[config.mk]
export PLATFORM = sky130hd
export DESIGN_NAME = fpu_wrap
export DESIGN_NICKNAME = d
export VERILOG_FILES = /design/src/hw/fpu_pkg.sv /design/src/hw/fpu_req_if.sv /design/src/hw/fpu_wrap.sv /design/src/hw/fpu_noncomp_unit.sv /design/src/hw/fpu_issue_ctrl.sv /design/src/hw/fpu_op_decode.sv
export VERILOG_INCLUDE_DIRS = /design/src /design/src/hw
export SDC_FILE = /design/constraint.sdc
export NUM_CORES = 1
export LEC_CHECK = 0
export BUFFER_PORTS_ARGS = -buffer_cell sky130_fd_sc_hd__buf_2
export CAP_MARGIN = 10
export CELL_PAD_IN_SITES_DETAIL_PLACEMENT = 2
export CELL_PAD_IN_SITES_GLOBAL_PLACEMENT = 2
export CORE_MARGIN = 3
export CORE_UTILIZATION = 33
export CTS_CLUSTER_DIAMETER = 40
export DETAILED_ROUTE_END_ITERATION = 16
export GPL_TIMING_DRIVEN = 0
export PLACE_DENSITY = 0.81
export SLEW_MARGIN = 20
export SYNTH_ARGS = -nofsm -noshare
export SYNTH_HDL_FRONTEND = slang
export SYNTH_SLANG_ARGS = --single-unit
[constraint.sdc]
create_clock -name clk_i -period 8.4 [get_ports clk_i]
set_input_delay 0.42 -clock clk_i [delete_from_list [all_inputs] [get_ports clk_i]]
set_output_delay 0.42 -clock clk_i [all_outputs]
set_load 0.02 [all_outputs]
[src/hw/fpu_config.svh]
`ifndef FPU_CONFIG_SVH
`define FPU_CONFIG_SVH

// datapath and tag widths.
`define FPU_FLEN     64
`define FPU_TAG_W    3
`define FPU_STATUS_W 5
`define FPU_CLASS_W  10

// canonical quiet nans.
`define FPU_QNAN32 32'h7fc0_0000
`define FPU_QNAN64 64'h7ff8_0000_0000_0000

`endif
[src/hw/fpu_pkg.sv]
package fpu_pkg;

    // opcodes as issued by the core.
    typedef enum logic [2:0] {
        FSGNJ,
        FMIN_MAX,
        FCMP,
        FCLASS,
        FMV_F2X,
        FMV_X2F
    } fpu_op_e;

    // operations of the non-computational unit.
    typedef enum logic [1:0] {
        NC_SGNJ,
        NC_MINMAX,
        NC_CMP,
        NC_CLASS
    } nc_op_e;

    typedef enum logic {
        FMT_FP32,
        FMT_FP64
    } fp_fmt_e;

    typedef enum logic {
        ST_READY,
        ST_STALL
    } issue_state_e;

endpackage

[src/hw/fpu_req_if.sv]
`timescale 1ns/1ps
`include "fpu_config.svh"

interface fpu_req_if import fpu_pkg::*; ();

    wire [`FPU_FLEN-1:0]  operand_a;
    wire [`FPU_FLEN-1:0]  operand_b;
    wire nc_op_e          op;
    wire [1:0]            mode;    // sign mode, min/max select or compare kind.
    wire fp_fmt_e         fmt;
    wire                  int_dst; // result goes to the integer file.
    wire [`FPU_TAG_W-1:0] tag;
    wire                  valid;
    wire                  ready;

    modport dec (output operand_a, operand_b, op, mode, fmt, int_dst, tag);

    // issue control reads the decoded request and drives the unit request.
    modport issue (inout operand_a, operand_b, op, mode, fmt, int_dst, tag, valid, ready);

    modport unit (
        input  operand_a, operand_b, op, mode, fmt, int_dst, tag, valid,
        output ready
    );

endinterface

[src/hw/fpu_wrap.sv]
`timescale 1ns/1ps
`include "fpu_config.svh"

module fpu_wrap import fpu_pkg::*; (
    input  logic                     clk_i,
    input  logic                     rst_ni,
    input  logic                     flush_i,
    input  logic                     fpu_valid_i,
    output logic                     fpu_ready_o,
    input  fpu_op_e                  fpu_op_i,
    input  logic [1:0]               fpu_fmt_i,
    input  logic [2:0]               fpu_rm_i,
    input  logic [`FPU_FLEN-1:0]     operand_a_i,
    input  logic [`FPU_FLEN-1:0]     operand_b_i,
    input  logic [`FPU_TAG_W-1:0]    trans_id_i,
    output logic [`FPU_FLEN-1:0]     result_o,
    output logic [`FPU_TAG_W-1:0]    fpu_trans_id_o,
    output logic [`FPU_STATUS_W-1:0] fpu_status_o,
    output logic                     fpu_valid_o
);

    fpu_req_if dec_req ();
    fpu_req_if unit_req ();

    fpu_op_decode i_op_decode (
        .fpu_op_i,
        .fpu_fmt_i,
        .fpu_rm_i,
        .operand_a_i,
        .operand_b_i,
        .trans_id_i,
        .req_o       (dec_req)
    );

    fpu_issue_ctrl i_issue_ctrl (
        .clk_i,
        .rst_ni,
        .flush_i,
        .fpu_valid_i,
        .fpu_ready_o,
        .dec_i       (dec_req),
        .req_o       (unit_req)
    );

    fpu_noncomp_unit i_noncomp_unit (
        .clk_i,
        .rst_ni,
        .flush_i,
        .req_i    (unit_req),
        .result_o,
        .tag_o    (fpu_trans_id_o),
        .status_o (fpu_status_o),
        .valid_o  (fpu_valid_o)
    );

endmodule

[src/hw/fpu_noncomp_unit.sv]
`timescale 1ns/1ps
`include "fpu_config.svh"

module fpu_noncomp_unit import fpu_pkg::*; (
    input  logic                     clk_i,
    input  logic                     rst_ni,
    input  logic                     flush_i,
    fpu_req_if.unit                  req_i,
    output logic [`FPU_FLEN-1:0]     result_o,
    output logic [`FPU_TAG_W-1:0]    tag_o,
    output logic [`FPU_STATUS_W-1:0] status_o,
    output logic                     valid_o
);

    logic [1:0][`FPU_FLEN-1:0] opnd;
    logic [1:0][`FPU_FLEN-2:0] mag;
    logic [1:0]                sgn, exp_max, exp_min, man_zero, quiet;
    logic [1:0]                is_nan, is_snan;
    logic                      fmt32, mag_lt, mag_eq, ord_lt;

    assign opnd  = {req_i.operand_b, req_i.operand_a}; // index 0 is operand a.
    assign fmt32 = (req_i.fmt == FMT_FP32);

    always_comb begin
        for (int i = 0; i < 2; i++) begin
            if (fmt32) begin
                sgn[i]      = opnd[i][31];
                exp_max[i]  = &opnd[i][30:23];
                exp_min[i]  = ~|opnd[i][30:23];
                man_zero[i] = ~|opnd[i][22:0];
                quiet[i]    = opnd[i][22];
                mag[i]      = {32'b0, opnd[i][30:0]};
            end else begin
                sgn[i]      = opnd[i][63];
                exp_max[i]  = &opnd[i][62:52];
                exp_min[i]  = ~|opnd[i][62:52];
                man_zero[i] = ~|opnd[i][51:0];
                quiet[i]    = opnd[i][51];
                mag[i]      = opnd[i][62:0];
            end
        end
    end

    assign is_nan  = exp_max & ~man_zero;
    assign is_snan = is_nan & ~quiet;
    assign mag_lt  = (mag[0] < mag[1]);
    assign mag_eq  = (mag[0] == mag[1]);
    // total order on the raw bits, so -0 sorts below +0.
    assign ord_lt  = (sgn[0] != sgn[1]) ? sgn[0] : (sgn[0] ? !mag_lt && !mag_eq : mag_lt);

    logic                 is_short, ready, short_acc, long_acc;
    logic                 sgn_new, short_nv;
    logic [`FPU_FLEN-1:0] short_res, short_box;

    always_comb begin
        case (req_i.mode)
            2'd0:    sgn_new = sgn[1];
            2'd1:    sgn_new = ~sgn[1];
            2'd2:    sgn_new = sgn[0] ^ sgn[1];
            default: sgn_new = sgn[0]; // pass-through for moves.
        endcase
        short_nv = 1'b0;
        if (req_i.op == NC_MINMAX) begin
            short_nv = |is_snan;
            if (&is_nan) begin
                short_res = fmt32 ? {32'b0, `FPU_QNAN32} : `FPU_QNAN64;
            end else if (is_nan[0]) begin
                short_res = opnd[1];
            end else if (is_nan[1]) begin
                short_res = opnd[0];
            end else begin
                short_res = (ord_lt ^ req_i.mode[0]) ? opnd[0] : opnd[1];
            end
        end else if (fmt32) begin
            short_res = {opnd[0][63:32], sgn_new, opnd[0][30:0]};
        end else begin
            short_res = {sgn_new, opnd[0][62:0]};
        end
        short_box = short_res;
        if (fmt32) begin
            // nan-box single results, sign-extend moves into the integer file.
            short_box[63:32] = req_i.int_dst ? {32{short_res[31]}} : 32'hffff_ffff;
        end
    end

    logic                  l1_valid, l1_class, l1_sgn_a, l1_exp_max_a;
    logic [1:0]            l1_mode, l1_exp_min, l1_man_zero, l1_nan, l1_snan;
    logic                  l1_ord_lt, l1_raw_eq;
    logic [`FPU_TAG_W-1:0] l1_tag;

    // a short op cannot share the output register with a long op leaving stage 1.
    assign is_short    = (req_i.op == NC_SGNJ) || (req_i.op == NC_MINMAX);
    assign ready       = !(l1_valid && req_i.valid && is_short);
    assign req_i.ready = ready;
    assign short_acc   = req_i.valid && ready && is_short;
    assign long_acc    = req_i.valid && ready && !is_short;

    always_ff @(posedge clk_i) begin
        if (long_acc) begin
            l1_class     <= (req_i.op == NC_CLASS);
            l1_mode      <= req_i.mode;
            l1_tag       <= req_i.tag;
            l1_sgn_a     <= sgn[0];
            l1_exp_max_a <= exp_max[0];
            l1_exp_min   <= exp_min;
            l1_man_zero  <= man_zero;
            l1_nan       <= is_nan;
            l1_snan      <= is_snan;
            l1_ord_lt    <= ord_lt;
            l1_raw_eq    <= mag_eq && (sgn[0] == sgn[1]);
        end
    end

    logic                    both_zero, cmp_lt, cmp_eq, long_nv;
    logic [`FPU_CLASS_W-1:0] class_mask;
    logic [`FPU_FLEN-1:0]    long_res;

    always_comb begin
        both_zero  = &(l1_exp_min & l1_man_zero);
        cmp_lt     = l1_ord_lt && !both_zero && !(|l1_nan);
        cmp_eq     = (l1_raw_eq || both_zero) && !(|l1_nan);
        class_mask = '0;
        if (l1_nan[0]) begin
            class_mask[l1_snan[0] ? 8 : 9] = 1'b1;
        end else if (l1_exp_max_a) begin
            class_mask[l1_sgn_a ? 0 : 7] = 1'b1;
        end else if (!l1_exp_min[0]) begin
            class_mask[l1_sgn_a ? 1 : 6] = 1'b1;
        end else if (!l1_man_zero[0]) begin
            class_mask[l1_sgn_a ? 2 : 5] = 1'b1;
        end else begin
            class_mask[l1_sgn_a ? 3 : 4] = 1'b1;
        end
        long_res = '0;
        long_nv  = 1'b0;
        if (l1_class) begin
            long_res[`FPU_CLASS_W-1:0] = class_mask;
        end else begin
            case (l1_mode)
                2'd0: begin
                    long_res[0] = cmp_lt || cmp_eq;
                    long_nv     = |l1_nan; // signaling compare.
                end
                2'd1: begin
                    long_res[0] = cmp_lt;
                    long_nv     = |l1_nan;
                end
                2'd2: begin
                    long_res[0] = cmp_eq;
                    long_nv     = |l1_snan;
                end
                default: long_nv = |l1_snan;
            endcase
        end
    end

    logic out_valid_q;

    always_ff @(posedge clk_i or negedge rst_ni) begin
        if (!rst_ni) begin
            l1_valid    <= 1'b0;
            out_valid_q <= 1'b0;
        end else begin
            l1_valid    <= long_acc && !flush_i;
            out_valid_q <= (l1_valid || short_acc) && !flush_i;
        end
    end

    always_ff @(posedge clk_i) begin
        if (l1_valid) begin
            result_o <= long_res;
            tag_o    <= l1_tag;
            status_o <= {long_nv, {(`FPU_STATUS_W-1){1'b0}}};
        end else if (short_acc) begin
            result_o <= short_box;
            tag_o    <= req_i.tag;
            status_o <= {short_nv, {(`FPU_STATUS_W-1){1'b0}}};
        end
    end

    // a flush also drops the result leaving in that cycle.
    assign valid_o = out_valid_q && !flush_i;

endmodule

[src/hw/fpu_issue_ctrl.sv]
`timescale 1ns/1ps
`include "fpu_config.svh"

module fpu_issue_ctrl import fpu_pkg::*; (
    input  logic     clk_i,
    input  logic     rst_ni,
    input  logic     flush_i,
    input  logic     fpu_valid_i,
    output logic     fpu_ready_o,
    fpu_req_if.issue dec_i,
    fpu_req_if.issue req_o
);

    issue_state_e state_q, state_d;
    logic         hold;
    logic         use_hold;
    logic         unit_valid;

    logic [`FPU_FLEN-1:0]  operand_a_q;
    logic [`FPU_FLEN-1:0]  operand_b_q;
    nc_op_e                op_q;
    logic [1:0]            mode_q;
    fp_fmt_e               fmt_q;
    logic                  int_dst_q;
    logic [`FPU_TAG_W-1:0] tag_q;

    always_comb begin
        state_d     = state_q;
        fpu_ready_o = 1'b0;
        unit_valid  = 1'b0;
        hold        = 1'b0;
        use_hold    = 1'b0;
        unique case (state_q)
            ST_READY: begin
                fpu_ready_o = 1'b1;
                unit_valid  = fpu_valid_i;
                if (fpu_valid_i && !req_o.ready) begin
                    fpu_ready_o = 1'b0; // refused, keep a copy.
                    hold        = 1'b1;
                    state_d     = ST_STALL;
                end
            end
            ST_STALL: begin
                unit_valid = 1'b1;
                use_hold   = 1'b1;
                if (req_o.ready) begin
                    fpu_ready_o = 1'b1;
                    state_d     = ST_READY;
                end
            end
            default: ;
        endcase
        if (flush_i) begin
            state_d = ST_READY;
        end
    end

    always_ff @(posedge clk_i or negedge rst_ni) begin
        if (!rst_ni) begin
            state_q <= ST_READY;
        end else begin
            state_q <= state_d;
        end
    end

    always_ff @(posedge clk_i) begin
        if (hold) begin
            operand_a_q <= dec_i.operand_a;
            operand_b_q <= dec_i.operand_b;
            op_q        <= dec_i.op;
            mode_q      <= dec_i.mode;
            fmt_q       <= dec_i.fmt;
            int_dst_q   <= dec_i.int_dst;
            tag_q       <= dec_i.tag;
        end
    end

    assign req_o.valid     = unit_valid;
    assign req_o.operand_a = use_hold ? operand_a_q : dec_i.operand_a;
    assign req_o.operand_b = use_hold ? operand_b_q : dec_i.operand_b;
    assign req_o.op        = use_hold ? op_q : dec_i.op;
    assign req_o.mode      = use_hold ? mode_q : dec_i.mode;
    assign req_o.fmt       = use_hold ? fmt_q : dec_i.fmt;
    assign req_o.int_dst   = use_hold ? int_dst_q : dec_i.int_dst;
    assign req_o.tag       = use_hold ? tag_q : dec_i.tag;

endmodule

[src/hw/fpu_op_decode.sv]
`timescale 1ns/1ps
`include "fpu_config.svh"

module fpu_op_decode import fpu_pkg::*; (
    input  fpu_op_e               fpu_op_i,
    input  logic [1:0]            fpu_fmt_i,
    input  logic [2:0]            fpu_rm_i,
    input  logic [`FPU_FLEN-1:0]  operand_a_i,
    input  logic [`FPU_FLEN-1:0]  operand_b_i,
    input  logic [`FPU_TAG_W-1:0] trans_id_i,
    fpu_req_if.dec                req_o
);

    nc_op_e     op;
    logic [1:0] mode;
    logic       int_dst;

    always_comb begin
        op      = NC_SGNJ;
        mode    = fpu_rm_i[1:0];
        int_dst = 1'b0;
        unique case (fpu_op_i)
            FSGNJ: begin
                op = NC_SGNJ;
            end
            FMIN_MAX: begin
                op = NC_MINMAX;
            end
            FCMP: begin
                op      = NC_CMP;
                int_dst = 1'b1;
            end
            FCLASS: begin
                op      = NC_CLASS;
                int_dst = 1'b1;
            end
            // raw moves keep operand a untouched.
            FMV_F2X: begin
                op      = NC_SGNJ;
                mode    = 2'd3;
                int_dst = 1'b1;
            end
            FMV_X2F: begin
                op   = NC_SGNJ;
                mode = 2'd3;
            end
            default: ;
        endcase
    end

    assign req_o.op      = op;
    assign req_o.mode    = mode;
    assign req_o.int_dst = int_dst;

    // only code 01 selects double, anything with bit 1 set runs as single.
    assign req_o.fmt = (fpu_fmt_i == 2'b01) ? FMT_FP64 : FMT_FP32;

    assign req_o.operand_a = operand_a_i;
    assign req_o.operand_b = operand_b_i;
    assign req_o.tag       = trans_id_i;

endmodule

Yosys cells after proc, flatten, opt, wreduce, memory -nomap -nowiden

Cells that the tools add are included.
Widths: inputs -> output; s select.

Register bits after elaboration: 226
Input bits: 143
Output and inout bits: 74
Logic and storage cells: 198

Order comparisons: 11
Equality and inequality tests: 15
Muxes and demuxes: 76
Bitwise gates (word level): 9
Reductions and logical operators: 62

Operator list:

| kind                | number |
|---|---|
| $mux 64             | 8 |
| $mux 63             | 3 |
| $ge 32x1->1 const B | 5 |
| $lt 32x6->1 const B | 5 |
| $reduce_or 52->1    | 2 |
| $mux 32             | 2 |
| $eq 63x63->1        | 1 |
| $lt 63x63->1        | 1 |
| $mux 10             | 6 |
| $reduce_or 23->1    | 2 |
| $mux 1              | 33 |
| $reduce_and 11->1   | 2 |
| $reduce_or 11->1    | 2 |
| $mux 3              | 7 |
| $demux 1 s4         | 5 |
| $logic_and 1x1->1   | 19 |
| $reduce_and 8->1    | 2 |
| $reduce_or 8->1     | 2 |
| $logic_not 1->1     | 15 |
| $mux 5              | 2 |
| $reduce_or 2->1     | 5 |
| $mux 9              | 1 |
| $eq 2x1->1 const B  | 4 |
| $and 2x2->2         | 3 |
| other kinds (18)    | 36 |

Longest topological paths before layout

Gate-level depths: netlist (run 1).

Depth in word-level cells: 17
Depth in mapped cells: 22
Gate-level depth less buffers: 14

By module

Synthesis (run 1) repeated with hierarchy kept, for this count alone.

Cell total of the unflattened synthesis: 1211
Area, all modules: 13734.4 sq um

Modules (own cells, without submodules):

| module           | times used | cells an instance | area each (sq um) | seq. area each (sq um) |
|---|---|---|---|---|
| fpu_noncomp_unit | 1          | 778               | 6473.7            | 2092.0 |
| fpu_issue_ctrl   | 1          | 295               | 6229.7            | 4139.0 |
| fpu_op_decode    | 1          | 138               | 1031.0            | 0.0 |

Least setup slack after synthesis (run 1)

No wires, ideal clock.

Path kind: register to register
Start point: register i_issue_ctrl.state_q
End point: register i_issue_ctrl.fmt_q (enable)
Library setup time: 636 ps
Arrival: 8028 ps
Data required time: 7764 ps
Setup slack: -264 ps
Stages on the path, launching flop included: 11
Buffers on the path: 5
Period minus slack after synthesis: 8664 ps
Cell sequence: dfrtp_1 -> buf_6 -> buf_6 -> inv_1 -> buf_2 -> nand2_1 -> o22ai_1 -> clkbuf_1 -> clkbuf_1 -> nand2_1 -> nor2_1

Cells in the longest elaborated chain, start to end: 8
Elaborated cells on any way between the ends: 12
Those cells by class: 1 x eq/ne; 5 x mux; 1 x bitwise; 5 x reduce/logical

RTL lines:

| element                                              | RTL line               | text |
|---|---|---|
| from (decl)                                          | fpu_issue_ctrl.sv:14   | `issue_state_e state_q, state_d;` |
| from (signal assigned)                               | fpu_issue_ctrl.sv:62   | `state_q <= state_d;` |
| $mux 1                                               | fpu_issue_ctrl.sv:33   | `unique case (state_q)` |
| $mux 2                                               | fpu_issue_ctrl.sv:81   | `assign req_o.op = use_hold ? op_q : dec_i.op;` |
| $eq 2x1->1 / $logic_not 2->1 (equally long branches) | fpu_noncomp_unit.sv:92 | `assign is_short = (req_i.op == NC_SGNJ) \|\| (req_i.op == NC_MINMAX);` |
| $logic_or 1x1->1                                     | fpu_noncomp_unit.sv:92 |  |
| $logic_and 1x1->1                                    | fpu_noncomp_unit.sv:93 | `assign ready = !(l1_valid && req_i.valid && is_short);` |
| $logic_and 1x1->1                                    | fpu_issue_ctrl.sv:37   | `if (fpu_valid_i && !req_o.ready) begin` |
| $mux 1                                               | fpu_issue_ctrl.sv:37   |  |
| $mux 1 *                                             | fpu_issue_ctrl.sv:33   |  |
| net i_issue_ctrl.hold                                | fpu_issue_ctrl.sv:15   | `logic hold;` |
| to (signal assigned)                                 | fpu_issue_ctrl.sv:72   | `fmt_q <= dec_i.fmt;` |
| to (decl)                                            | fpu_issue_ctrl.sv:23   | `fp_fmt_e fmt_q;` |

The timed path passes the listed nets; every way through them passes the cells marked *.
A chain may end at the register's enable or synchronous reset.

Worst setup path in the final report (run 1)

Start point: register i_issue_ctrl.state_q
End point: register i_noncomp_unit.result_o[8] (data pin)

Cells in the longest elaborated chain, start to end: 16
Elaborated cells on any way between the ends: 47
Those cells by class: 1 x order compare; 3 x eq/ne; 24 x mux; 3 x bitwise; 16 x reduce/logical

RTL lines:

| element                                             | RTL line                                       | text |
|---|---|---|
| $mux 1 *                                            | fpu_issue_ctrl.sv:33                           |  |
| $mux 64 (tied with other cells)                     | fpu_issue_ctrl.sv:79                           | `assign req_o.operand_a = use_hold ? operand_a_q : dec_i.operand_a;` |
| $mux 63                                             | fpu_noncomp_unit.sv:26                         | `if (fmt32) begin` |
| $lt 63x63->1 / $eq 63x63->1 (equally long branches) | fpu_noncomp_unit.sv:46, fpu_noncomp_unit.sv:47 |  |
| $logic_not 1->1                                     | fpu_noncomp_unit.sv:49                         | `assign ord_lt = (sgn[0] != sgn[1]) ? sgn[0] : (sgn[0] ? !mag_lt && !mag_eq : mag_lt);` |
| $logic_and 1x1->1                                   | fpu_noncomp_unit.sv:49                         |  |
| $mux 1 (2 in a row)                                 | fpu_noncomp_unit.sv:49                         |  |
| $xor 1x1->1                                         | fpu_noncomp_unit.sv:72                         | `short_res = (ord_lt ^ req_i.mode[0]) ? opnd[0] : opnd[1];` |
| $mux 64                                             | fpu_noncomp_unit.sv:72                         |  |
| $mux 64                                             | fpu_noncomp_unit.sv:69                         | `end else if (is_nan[1]) begin` |
| $mux 64                                             | fpu_noncomp_unit.sv:67                         | `end else if (is_nan[0]) begin` |
| $mux 64                                             | fpu_noncomp_unit.sv:65                         | `if (&is_nan) begin` |
| $mux 64 *                                           | fpu_noncomp_unit.sv:63                         | `if (req_i.op == NC_MINMAX) begin` |
| $mux 10 *                                           | fpu_noncomp_unit.sv:174                        | `end else if (short_acc) begin` |
| $mux 10 *                                           | fpu_noncomp_unit.sv:170                        | `if (l1_valid) begin` |
| to (signal assigned)                                | fpu_noncomp_unit.sv:171                        | `result_o <= long_res;` |
| to (signal assigned)                                | fpu_noncomp_unit.sv:175                        | `result_o <= short_box;` |
| to (decl)                                           | fpu_noncomp_unit.sv:9                          | `` output logic [`FPU_FLEN-1:0] result_o, `` |

Mark *: on every way between the ends. The rest lies on a longest branch, timed or not. The select of a mux whose other input is x is not followed.

==> impl_table.tex, run 1 <==
\begin{tabular}{lr}
\hline
Metric & Value \\
\hline
\multicolumn{2}{l}{\textbf{Timing}} \\
\quad Total setup violations reported at the end of the flow & 0 \\
\quad Final critical path time including I/O delays and setup & 7710 ps \\
\quad Final worst-path cycle share & 91.7\% \\
\quad Max transition margin & 22.1\% \\
\quad Tightest Pin Transition & 1170 ps \\
\quad Total count of max-transition violations in the final report & 0 \\
\quad Total count of hold-check failures in the final report & 0 \\
\quad Maximum achievable frequency & 130 MHz \\
\quad Worst Hold Margin & 40.3 ps \\
\quad Clock skew after layout & 23.0 ps \\
\quad RSZ-0062 raised after global routing & false \\
\multicolumn{2}{l}{\textbf{Synth}} \\
\quad Seq/Total Area, Yosys & about half \\
\quad Ys async rst share & under 10\% \\
\quad Synthesis warning total & 0 \\
\quad Combined area of all synthesized cells & 12700 um\^{}2 \\
\quad Synthesized-area fraction occupied by and/or/nand/nor cells & 16.0\% \\
\quad Yosys reg bits & 226 \\
\quad Share of cell area taken by muxes after synthesis & 11.0\% \\
\quad Post-Synth XOR/XNOR Area & less than 1\% \\
\quad Post-synth top flop & sky130\_fd\_sc\_hd\_\_edfxtp\_1 \\
\quad Number of synthesized flops with an enable pin & about 170 \\
\quad Cell count after synthesis & 1178 \\
\quad Synthesized-area fraction occupied by ao, oa, aoi and oai cells & 14.1\% \\
\quad Synthesized area per cell & 10.8 um\^{}2 \\
\quad Number of library cell types mapped by synthesis & slightly above 80 \\
\quad Adder-cell area share of the yosys netlist & 6.20\% \\
\quad Combinational family with the most area after synthesis & simple AND/OR/NAND/NOR gates \\
\multicolumn{2}{l}{\textbf{Worst hold path}} \\
\quad Classification of the worst-slack hold path & in2reg \\
\quad Hold path depth & 1 \\
\multicolumn{2}{l}{\textbf{Worst setup path}} \\
\quad Arrival time reported for the critical path endpoint & 8090 ps \\
\quad Worst Setup End Kind & register \\
\quad Critical Path Max Stage Delay & $\sim$650 ps \\
\quad Launching instance or port of the critical path & i\_issue\_ctrl.state\_q\$\_DFF\_PN0\_ \\
\quad Cell type with the highest occurrence count on the critical path & sky130\_fd\_sc\_hd\_\_buf\_6 \\
\quad Startpoint kind of the worst setup timing path & register \\
\quad Highest net fanout along the worst path & 10 \\
\quad Critical path capture point & i\_noncomp\_unit.result\_o[8]\$\_DFFE\_PN\_ \\
\quad WP depth & 22 \\
\quad Crit path buf inv count & 10 \\
\quad Crit Reg-Reg Startpoint & i\_issue\_ctrl.state\_q\$\_DFF\_PN0\_ \\
\quad Required time at the endpoint of the critical path & 8780 ps \\
\quad Terminus of the critical flop-to-flop path & i\_noncomp\_unit.result\_o[8]\$\_DFFE\_PN\_ \\
\quad Top delay family on crit path & buffers and inverters \\
\quad Reg-to-reg setup timing slack & 690 ps \\
\quad R2R cell count & 22 \\
\quad Critical Path, Cell by Cell & buf\_6, buf\_6, buf\_4, buf\_2, buf\_2, buf\_1, buf\_2, mux2i\_1, nor2\_1, ha\_1, a21oi\_1, o21ai\_0, a221oi\_1, o22ai\_1, nor4\_2, a221o\_1, a41o\_1, buf\_6, buf\_6, clkbuf\_1, a21oi\_1, a21oi\_1 \\
\quad Cell with the largest stage delay on the worst path & sky130\_fd\_sc\_hd\_\_nor4\_2 \\
\quad Class of the most critical setup path & reg2reg \\
\multicolumn{2}{l}{\textbf{Routing}} \\
\quad Total via count after detailed routing & 11600 \\
\quad Vias per inst & 5.83 \\
\quad Remaining antenna violation count & 0 \\
\quad First-iteration detailed-routing DRC count & 674 \\
\quad Post-detailed-route wirelength per cell & 27.9 um \\
\quad DRC violation count after routing & 0 \\
\quad Detailed Routing Iterations Pass 1 & 5 \\
\quad Aggregate routed wire length & 55.7 mm \\
\multicolumn{2}{l}{\textbf{CTS}} \\
\quad Number of clock buffers inserted by TritonCTS & 45 \\
\quad H-tree depth & 2 \\
\quad Post-cts repair resize count & 0 \\
\quad Maximum buffer depth of the clock tree & 3 \\
\quad TritonCTS clock tree & done \\
\quad Clock transition at the registers of the reported paths & 50 ps \\
\quad Clock root buffer & sky130\_fd\_sc\_hd\_\_clkbuf\_16 \\
\quad Sink count of the clock tree & 226 \\
\quad Source-to-sink clock delay at the later pin of the worst-skew pair & between 500 and 600 ps \\
\multicolumn{2}{l}{\textbf{Global routing}} \\
\quad Total global routing overflow & 0 \\
\quad Aggregate global-route resource usage & 26.7\% \\
\quad Antenna violations before repair & 2 \\
\quad Wire length of the first global-routing pass & 83.1 mm \\
\quad Number of global-route vias before repair & roughly 13000 \\
\quad Pin count of the biggest net entering global routing & 30 \\
\multicolumn{2}{l}{\textbf{Pwr}} \\
\quad Peak supply drop & 173 uV \\
\quad Power Density & between 200 and 250 nW/um\^{}2 \\
\quad Leakage power & 6.02 nW \\
\quad Final Power & 3.69 mW \\
\multicolumn{2}{l}{\textbf{Final layout}} \\
\quad Most common cell after layout, fill and taps aside & sky130\_fd\_sc\_hd\_\_buf\_2 \\
\quad Most used cells in the layout excluding fill and tap cells & sky130\_fd\_sc\_hd\_\_buf\_2, sky130\_fd\_sc\_hd\_\_edfxtp\_1, sky130\_fd\_sc\_hd\_\_nand2\_1 \\
\quad Share of final-layout standard cells stronger than drive strength 1 & 27.1\% \\
\quad Net total in the final layout & 1654 \\
\quad Antenna diode count & 0 \\
\quad Layout area overhead & 26.7\% \\
\multicolumn{2}{l}{\textbf{Placed design}} \\
\quad Placer Congestion & 0.884 \\
\quad PortBufs & 211 \\
\quad Detailed Place HPWL & 42.7 mm \\
\multicolumn{2}{l}{\textbf{Die}} \\
\quad Placeable Area & 37800 um\^{}2 \\
\quad Count of pins on the block boundary & 217 \\
\quad Die boundary width & 202 um \\
\quad DIE AREA & slightly above 40000 um\^{}2 \\
\quad Die height & 202 um \\
\quad Core Rows & 71 \\
\quad Starting utilization of the core area & 33.6\% \\
\multicolumn{2}{l}{\textbf{Status}} \\
\quad Outcome & finished clean \\
\multicolumn{2}{l}{\textbf{Job}} \\
\quad Reported max-cap violation count & 0 \\
\hline
\end{tabular}
==> logic make-up after synthesis <==
kind of cell	after synthesis
AOI/OAI and AO/OA	261
xor gates and xnor gates	2
adders and majority gates	63
buffers and inverters	90
DFF	226
muxes	131
other	1
and+or+nand+nor	404
==> routing by layer <==
| metal | vias up | global-route usage [%] | routed length, um |
|---|---|---|---|
| li1 | 5144 | - | - |
| met4 | 2 | 8.41 | 1780 |
| met3 | 110 | 5.14 | 3090 |
| met2 | 422 | 46.5 | 27500 |
| met5 | - | 0 | 13 |
| met1 | 5964 | 33.6 | 23200 |
==> cells in the mapped netlist, drive strengths merged, types with 4 or more instances <==
| cell | n | area share [%] |
|---|---|---|
| nand2b | 7 | 0.34 |
| and4 | 4 | 0.28 |
| a211oi | 5 | 0.30 |
| nand4 | 26 | 1.3 |
| o2111ai | 4 | 0.28 |
| nor2b | 10 | 0.49 |
| clkbuf | 23 | 0.68 |
| o32ai | 5 | 0.34 |
| mux2i | 70 | 5.5 |
| o21ai | 51 | 2.1 |
| nor4 | 57 | 2.9 |
| a2bb2oi | 4 | 0.28 |
| a221oi | 9 | 0.62 |
| ha | 63 | 6.2 |
| a21o | 6 | 0.35 |
| nand2 | 119 | 3.5 |
| a211o | 4 | 0.28 |
| a31oi | 23 | 1.2 |
| edfxtp | 169 | 40 |
| nor2 | 72 | 2.1 |
| mux2 | 60 | 5.3 |
| inv | 23 | 0.68 |
| o211a | 18 | 1.4 |
| and3 | 7 | 0.34 |
| or3 | 16 | 0.79 |
| buf | 42 | 2.1 |
| a21oi | 65 | 2.6 |
| and2 | 4 | 0.20 |
| dfxtp | 54 | 8.5 |
| nand3 | 39 | 1.6 |
| nor3 | 28 | 1.1 |
| o211ai | 19 | 1.1 |
| a221o | 5 | 0.39 |
| or2 | 4 | 0.20 |
| o22ai | 9 | 0.44 |
==> report_power, final <==
group	switching (mW)	internal, mW
clock network	0.620	1.18
logic	0.371	0.198
registers	0.0473	1.27
total	1.04	2.65
==> area by class of cell <==
class	count	area, um^2
fill	4048	21700
sequential	226	6230
multi-input combinational	865	6080
clock buffer	66	1290
timing repair buffer	220	1230
tap	511	639
buffer	65	350
clock inverter	18	208
inverter	25	93.8
==> worst min path at each step <==
stage | startpoint | to
floorplan | rst_ni | i_issue_ctrl.state_q$_DFF_PN0_
global placement | rst_ni | i_noncomp_unit.out_valid_q$_DFF_PN0_
finish | operand_a_i[27] | i_issue_ctrl.operand_a_q[27]$_DFFE_PP_
global route | operand_a_i[27] | i_issue_ctrl.operand_a_q[27]$_DFFE_PP_
detailed placement | rst_ni | i_noncomp_unit.out_valid_q$_DFF_PN0_
CTS | operand_a_i[27] | i_issue_ctrl.operand_a_q[27]$_DFFE_PP_
==> stage by stage <==
step                      instances  cell area, um^2  setup slack, ps  utilization, %  setup TNS [ps]
after floorplan                1181            12700             2050               -               0
after global placement         1903            14400            -1440            38.1         -196140
after detailed placement       1911            14600              897            38.6               0
after CTS                      1996            16100              817            42.6               0
after global routing           1996            16100              271            42.6               0
final                          1996            16100              694            42.6               0
==> state kept, by name, summed over array words and instances (netlist names), 2 cells and up <==
register                    cells
i_issue_ctrl.mode_q             2
i_issue_ctrl.op_q               2
i_issue_ctrl.operand_a_q       64
i_issue_ctrl.operand_b_q       64
i_issue_ctrl.tag_q              3
i_noncomp_unit.l1_exp_min       2
i_noncomp_unit.l1_man_zero      2
i_noncomp_unit.l1_mode          2
i_noncomp_unit.l1_nan           2
i_noncomp_unit.l1_snan          2
i_noncomp_unit.l1_tag           3
i_noncomp_unit.result_o        64
i_noncomp_unit.tag_o            3
==> what timing repair did <==
item / 4_1_cts / 5_1_grt
hold buffers: 1 / 0
buffers inserted: 0 / 0
hold endpoints to repair: 3 / 0
Note: power is estimated with default switching activity, not from simulation.
==> inputs of run 2 (changes only) <==
--- a/config.mk
+++ b/config.mk
@@ -10,6 +10,7 @@
 export CAP_MARGIN = 10
 export CELL_PAD_IN_SITES_DETAIL_PLACEMENT = 2
 export CELL_PAD_IN_SITES_GLOBAL_PLACEMENT = 2
+export CORE_ASPECT_RATIO = 1.5
 export CORE_MARGIN = 3
 export CORE_UTILIZATION = 33
 export CTS_CLUSTER_DIAMETER = 40
==> run 2 against run 1 <==
Count of clock-buffer cells in the layout down 20; sequential cell count stayed put; via count down 0.95%; largest cell class unchanged; largest power group unchanged; maximum frequency shrank 4.4%; hold slack gained 46 ps; cell count decreased by 2.2%; register-to-register slack got worse by 350 ps.
==> impl_table.tex, run 2 (same netlist as run 1, synthesis figures left out) <==
\begin{tabular}{lr}
\hline
Metric & Value \\
\hline
\multicolumn{2}{l}{\textbf{Timing}} \\
\quad Sum of negative setup slack & 0 ps \\
\quad Final worst-path cycle share & 96.0\% \\
\quad Total count of max-transition violations in the final report & 0 \\
\quad RSZ-0062 raised after global routing & false \\
\quad Final critical path time including I/O delays and setup & 8060 ps \\
\quad Tightest Pin Transition & around 1200 ps \\
\quad Clock skew after layout & between 15 and 20 ps \\
\quad Max transition margin & 19.7\% \\
\quad Total setup violations reported at the end of the flow & 0 \\
\quad Maximum achievable frequency & between 100 and 150 MHz \\
\quad Total count of hold-check failures in the final report & 0 \\
\multicolumn{2}{l}{\textbf{Pwr}} \\
\quad Combinational Power Share & 16.8\% \\
\quad Leakage power & 5.87 nW \\
\quad Final Power & 3.37 mW \\
\quad Switching power share of the total & 28.4\% \\
\quad Internal & 2.41 mW \\
\quad Peak supply drop & 148 uV \\
\quad Reported net switching power & 0.957 mW \\
\quad Power Density & 213 nW/um\^{}2 \\
\quad Share of total power in the clock network & 44.2\% \\
\quad Power share of the sequential group & $\sim$39\% \\
\multicolumn{2}{l}{\textbf{Worst setup path}} \\
\quad Critical Path, Cell by Cell & buf\_6, buf\_6, buf\_4, buf\_2, buf\_1, buf\_1, mux2i\_1, nor2\_1, ha\_1, nand4\_1, nor4\_2, nand4\_1, nor4\_1, nand2\_1, o2111ai\_1, nand4\_2, nand2\_1, clkbuf\_1, o211ai\_1, o211a\_1 \\
\quad Critical Path Max Stage Delay & 740 ps \\
\quad Worst Setup End Kind & register \\
\quad Startpoint kind of the worst setup timing path & register \\
\quad Required time at the endpoint of the critical path & 8800 ps \\
\quad Class of the most critical setup path & reg2reg \\
\quad Highest net fanout along the worst path & 10 \\
\quad Cell with the largest stage delay on the worst path & sky130\_fd\_sc\_hd\_\_buf\_1 \\
\quad Top delay family on crit path & buffers and inverters \\
\quad Arrival time reported for the critical path endpoint & 8460 ps \\
\quad Crit path buf inv count & 7 \\
\quad WP depth & 20 \\
\quad R2R cell count & 20 \\
\multicolumn{2}{l}{\textbf{Routing}} \\
\quad Vias per inst & 5.91 \\
\quad Detailed Routing Iterations Pass 1 & 5 \\
\quad Aggregate routed wire length & 55.3 mm \\
\quad First-iteration detailed-routing DRC count & 871 \\
\quad Total via count after detailed routing & 11500 \\
\quad Remaining antenna violation count & 0 \\
\quad Post-detailed-route wirelength per cell & 28.3 um \\
\quad DRC violation count after routing & 0 \\
\multicolumn{2}{l}{\textbf{Global routing}} \\
\quad Antenna violations before repair & 1 \\
\quad Number of global-route vias before repair & between 10000 and 15000 \\
\quad Wire length of the first global-routing pass & 81.4 mm \\
\quad Aggregate global-route resource usage & about a quarter \\
\quad Total global routing overflow & 0 \\
\quad Pin count of the biggest net entering global routing & 25 \\
\multicolumn{2}{l}{\textbf{CTS}} \\
\quad Clock transition at the registers of the reported paths & around 60 ps \\
\quad Source-to-sink clock delay at the later pin of the worst-skew pair & 530 ps \\
\quad Maximum buffer depth of the clock tree & 3 \\
\quad TritonCTS clock tree & done \\
\quad Sink count of the clock tree & 226 \\
\quad H-tree depth & 2 \\
\quad Number of clock buffers inserted by TritonCTS & 34 \\
\quad Clock root buffer & sky130\_fd\_sc\_hd\_\_clkbuf\_16 \\
\multicolumn{2}{l}{\textbf{Status}} \\
\quad Outcome & finished clean \\
\multicolumn{2}{l}{\textbf{Die}} \\
\quad Die boundary width & between 150 and 200 um \\
\quad Placeable Area & 37800 um\^{}2 \\
\quad Core Rows & 87 \\
\quad Starting utilization of the core area & 33.7\% \\
\quad DIE AREA & 41000 um\^{}2 \\
\quad Die height & $\sim$250 um \\
\quad Count of pins on the block boundary & 217 \\
\multicolumn{2}{l}{\textbf{Placed design}} \\
\quad Detailed Place HPWL & 43.5 mm \\
\quad Placer Congestion & 0.920 \\
\quad PortBufs & approximately 210 \\
\quad Placed Instance Area & 14600 um\^{}2 \\
\multicolumn{2}{l}{\textbf{Job}} \\
\quad Reported max-cap violation count & 0 \\
\multicolumn{2}{l}{\textbf{Final layout}} \\
\quad Total non-filler cell area in the finished layout & 15800 um\^{}2 \\
\quad Largest registers ranked by flip-flop count & i\_issue\_ctrl.operand\_a\_q: 64 flops, i\_issue\_ctrl.operand\_b\_q: 64 flops, i\_noncomp\_unit.result\_o: 64 flops \\
\quad Share of final-layout standard cells stronger than drive strength 1 & 26.4\% \\
\quad Most common cell after layout, fill and taps aside & sky130\_fd\_sc\_hd\_\_buf\_2 \\
\quad Net total in the final layout & 1643 \\
\quad Layout area overhead & 24.1\% \\
\quad Most used cells in the layout excluding fill and tap cells & sky130\_fd\_sc\_hd\_\_buf\_2, sky130\_fd\_sc\_hd\_\_edfxtp\_1, sky130\_fd\_sc\_hd\_\_nand2\_1 \\
\multicolumn{2}{l}{\textbf{Worst hold path}} \\
\quad Hold path depth & 1 \\
\quad Classification of the worst-slack hold path & in2reg \\
\hline
\end{tabular}
run 2: changes by cell type in the layout (fill, tap and decap cells not counted), sizes merged:
cell,previous run,this run
buf,261,260
clkbuf,89,70
diode,0,1
inv,25,27
clkinv,14,8
clkinvlp,0,1
run 2: power groups by stage:
| stage | logic, mW | registers, mW | clock network (mW) |
|---|---|---|---|
| after floorplan | 0.249 | 1.39 | 0 |
| after global placement | 0.534 | 1.33 | 0 |
| after detailed placement | 0.557 | 1.34 | 0 |
| after CTS | 0.565 | 1.31 | 1.51 |
| after global routing | 0.607 | 1.32 | 1.55 |
| final | 0.565 | 1.32 | 1.49 |
run 2: worst reg2reg max path, cell delays in order, from the launching register on:
cell and delay (ps):
sky130_fd_sc_hd__dfrtp_1 580, sky130_fd_sc_hd__buf_6 270, sky130_fd_sc_hd__buf_6 240, sky130_fd_sc_hd__buf_4 290, sky130_fd_sc_hd__buf_2 420, sky130_fd_sc_hd__buf_1 690, sky130_fd_sc_hd__buf_1 740, sky130_fd_sc_hd__mux2i_1 400
sky130_fd_sc_hd__nor2_1 90, sky130_fd_sc_hd__ha_1 340, sky130_fd_sc_hd__nand4_1 150, sky130_fd_sc_hd__nor4_2 370, sky130_fd_sc_hd__nand4_1 360, sky130_fd_sc_hd__nor4_1 710, sky130_fd_sc_hd__nand2_1 300, sky130_fd_sc_hd__o2111ai_1 240
sky130_fd_sc_hd__nand4_2 230, sky130_fd_sc_hd__nand2_1 440, sky130_fd_sc_hd__clkbuf_1 700, sky130_fd_sc_hd__o211ai_1 190, sky130_fd_sc_hd__o211a_1 200
run 2: layer usage:
metal	up-vias	share of wire [%]	track usage, %
met5	-	0.036	0
met4	2	6.9	15.7
met3	164	4.5	3.77
met2	409	54	50.9
met1	5840	35	26.6
li1	5116	-	-
run 2: area by class of cell:
class	count	area (um^2)
timing repair buffer	220	1240
multi-input combinational	865	6080
sequential	226	6230
clock buffer	46	980
tap	489	612
fill	4029	22000
antenna	1	2.50
buffer	65	352
inverter	25	93.8
clock inverter	15	193
run 2: stage by stage:
step                instances  util, %  hold slack, ps  setup slack (ps)
floorplan                1181        -             124              2050
detailed placement       1889     38.6             228               408
global route             1951     41.8            77.7               189
finish                   1952     41.8            86.2               340
global placement         1881     38.1             222             -1400
CTS                      1951     41.8            71.5               227
run 2: repair_timing:
item | CTS | global route
endpoints found under the hold margin | 3 | 0
endpoints found under the setup margin | 0 | 7
setup buffers | 0 | 0
hold buffers | 1 | 0
resized for setup | 0 | 2
run 2: final timing paths:
path | startpoint | end | slack (ps)
min | operand_a_i[20] | i_issue_ctrl.operand_a_q[20]$_DFFE_PP_ | 90
max in group asynchronous | rst_ni | i_noncomp_unit.l1_valid$_DFF_PN0_ | 8040
max | i_issue_ctrl.state_q$_DFF_PN0_ | i_noncomp_unit.result_o[19]$_SDFFE_PP0P_ | 340
min in group asynchronous | rst_ni | i_noncomp_unit.out_valid_q$_DFF_PN0_ | 240
min reg2reg | i_noncomp_unit.result_o[23]$_SDFFE_PP0P_ | i_noncomp_unit.result_o[23]$_SDFFE_PP0P_ | 460
max reg2reg | i_issue_ctrl.state_q$_DFF_PN0_ | i_noncomp_unit.result_o[19]$_SDFFE_PP0P_ | 340
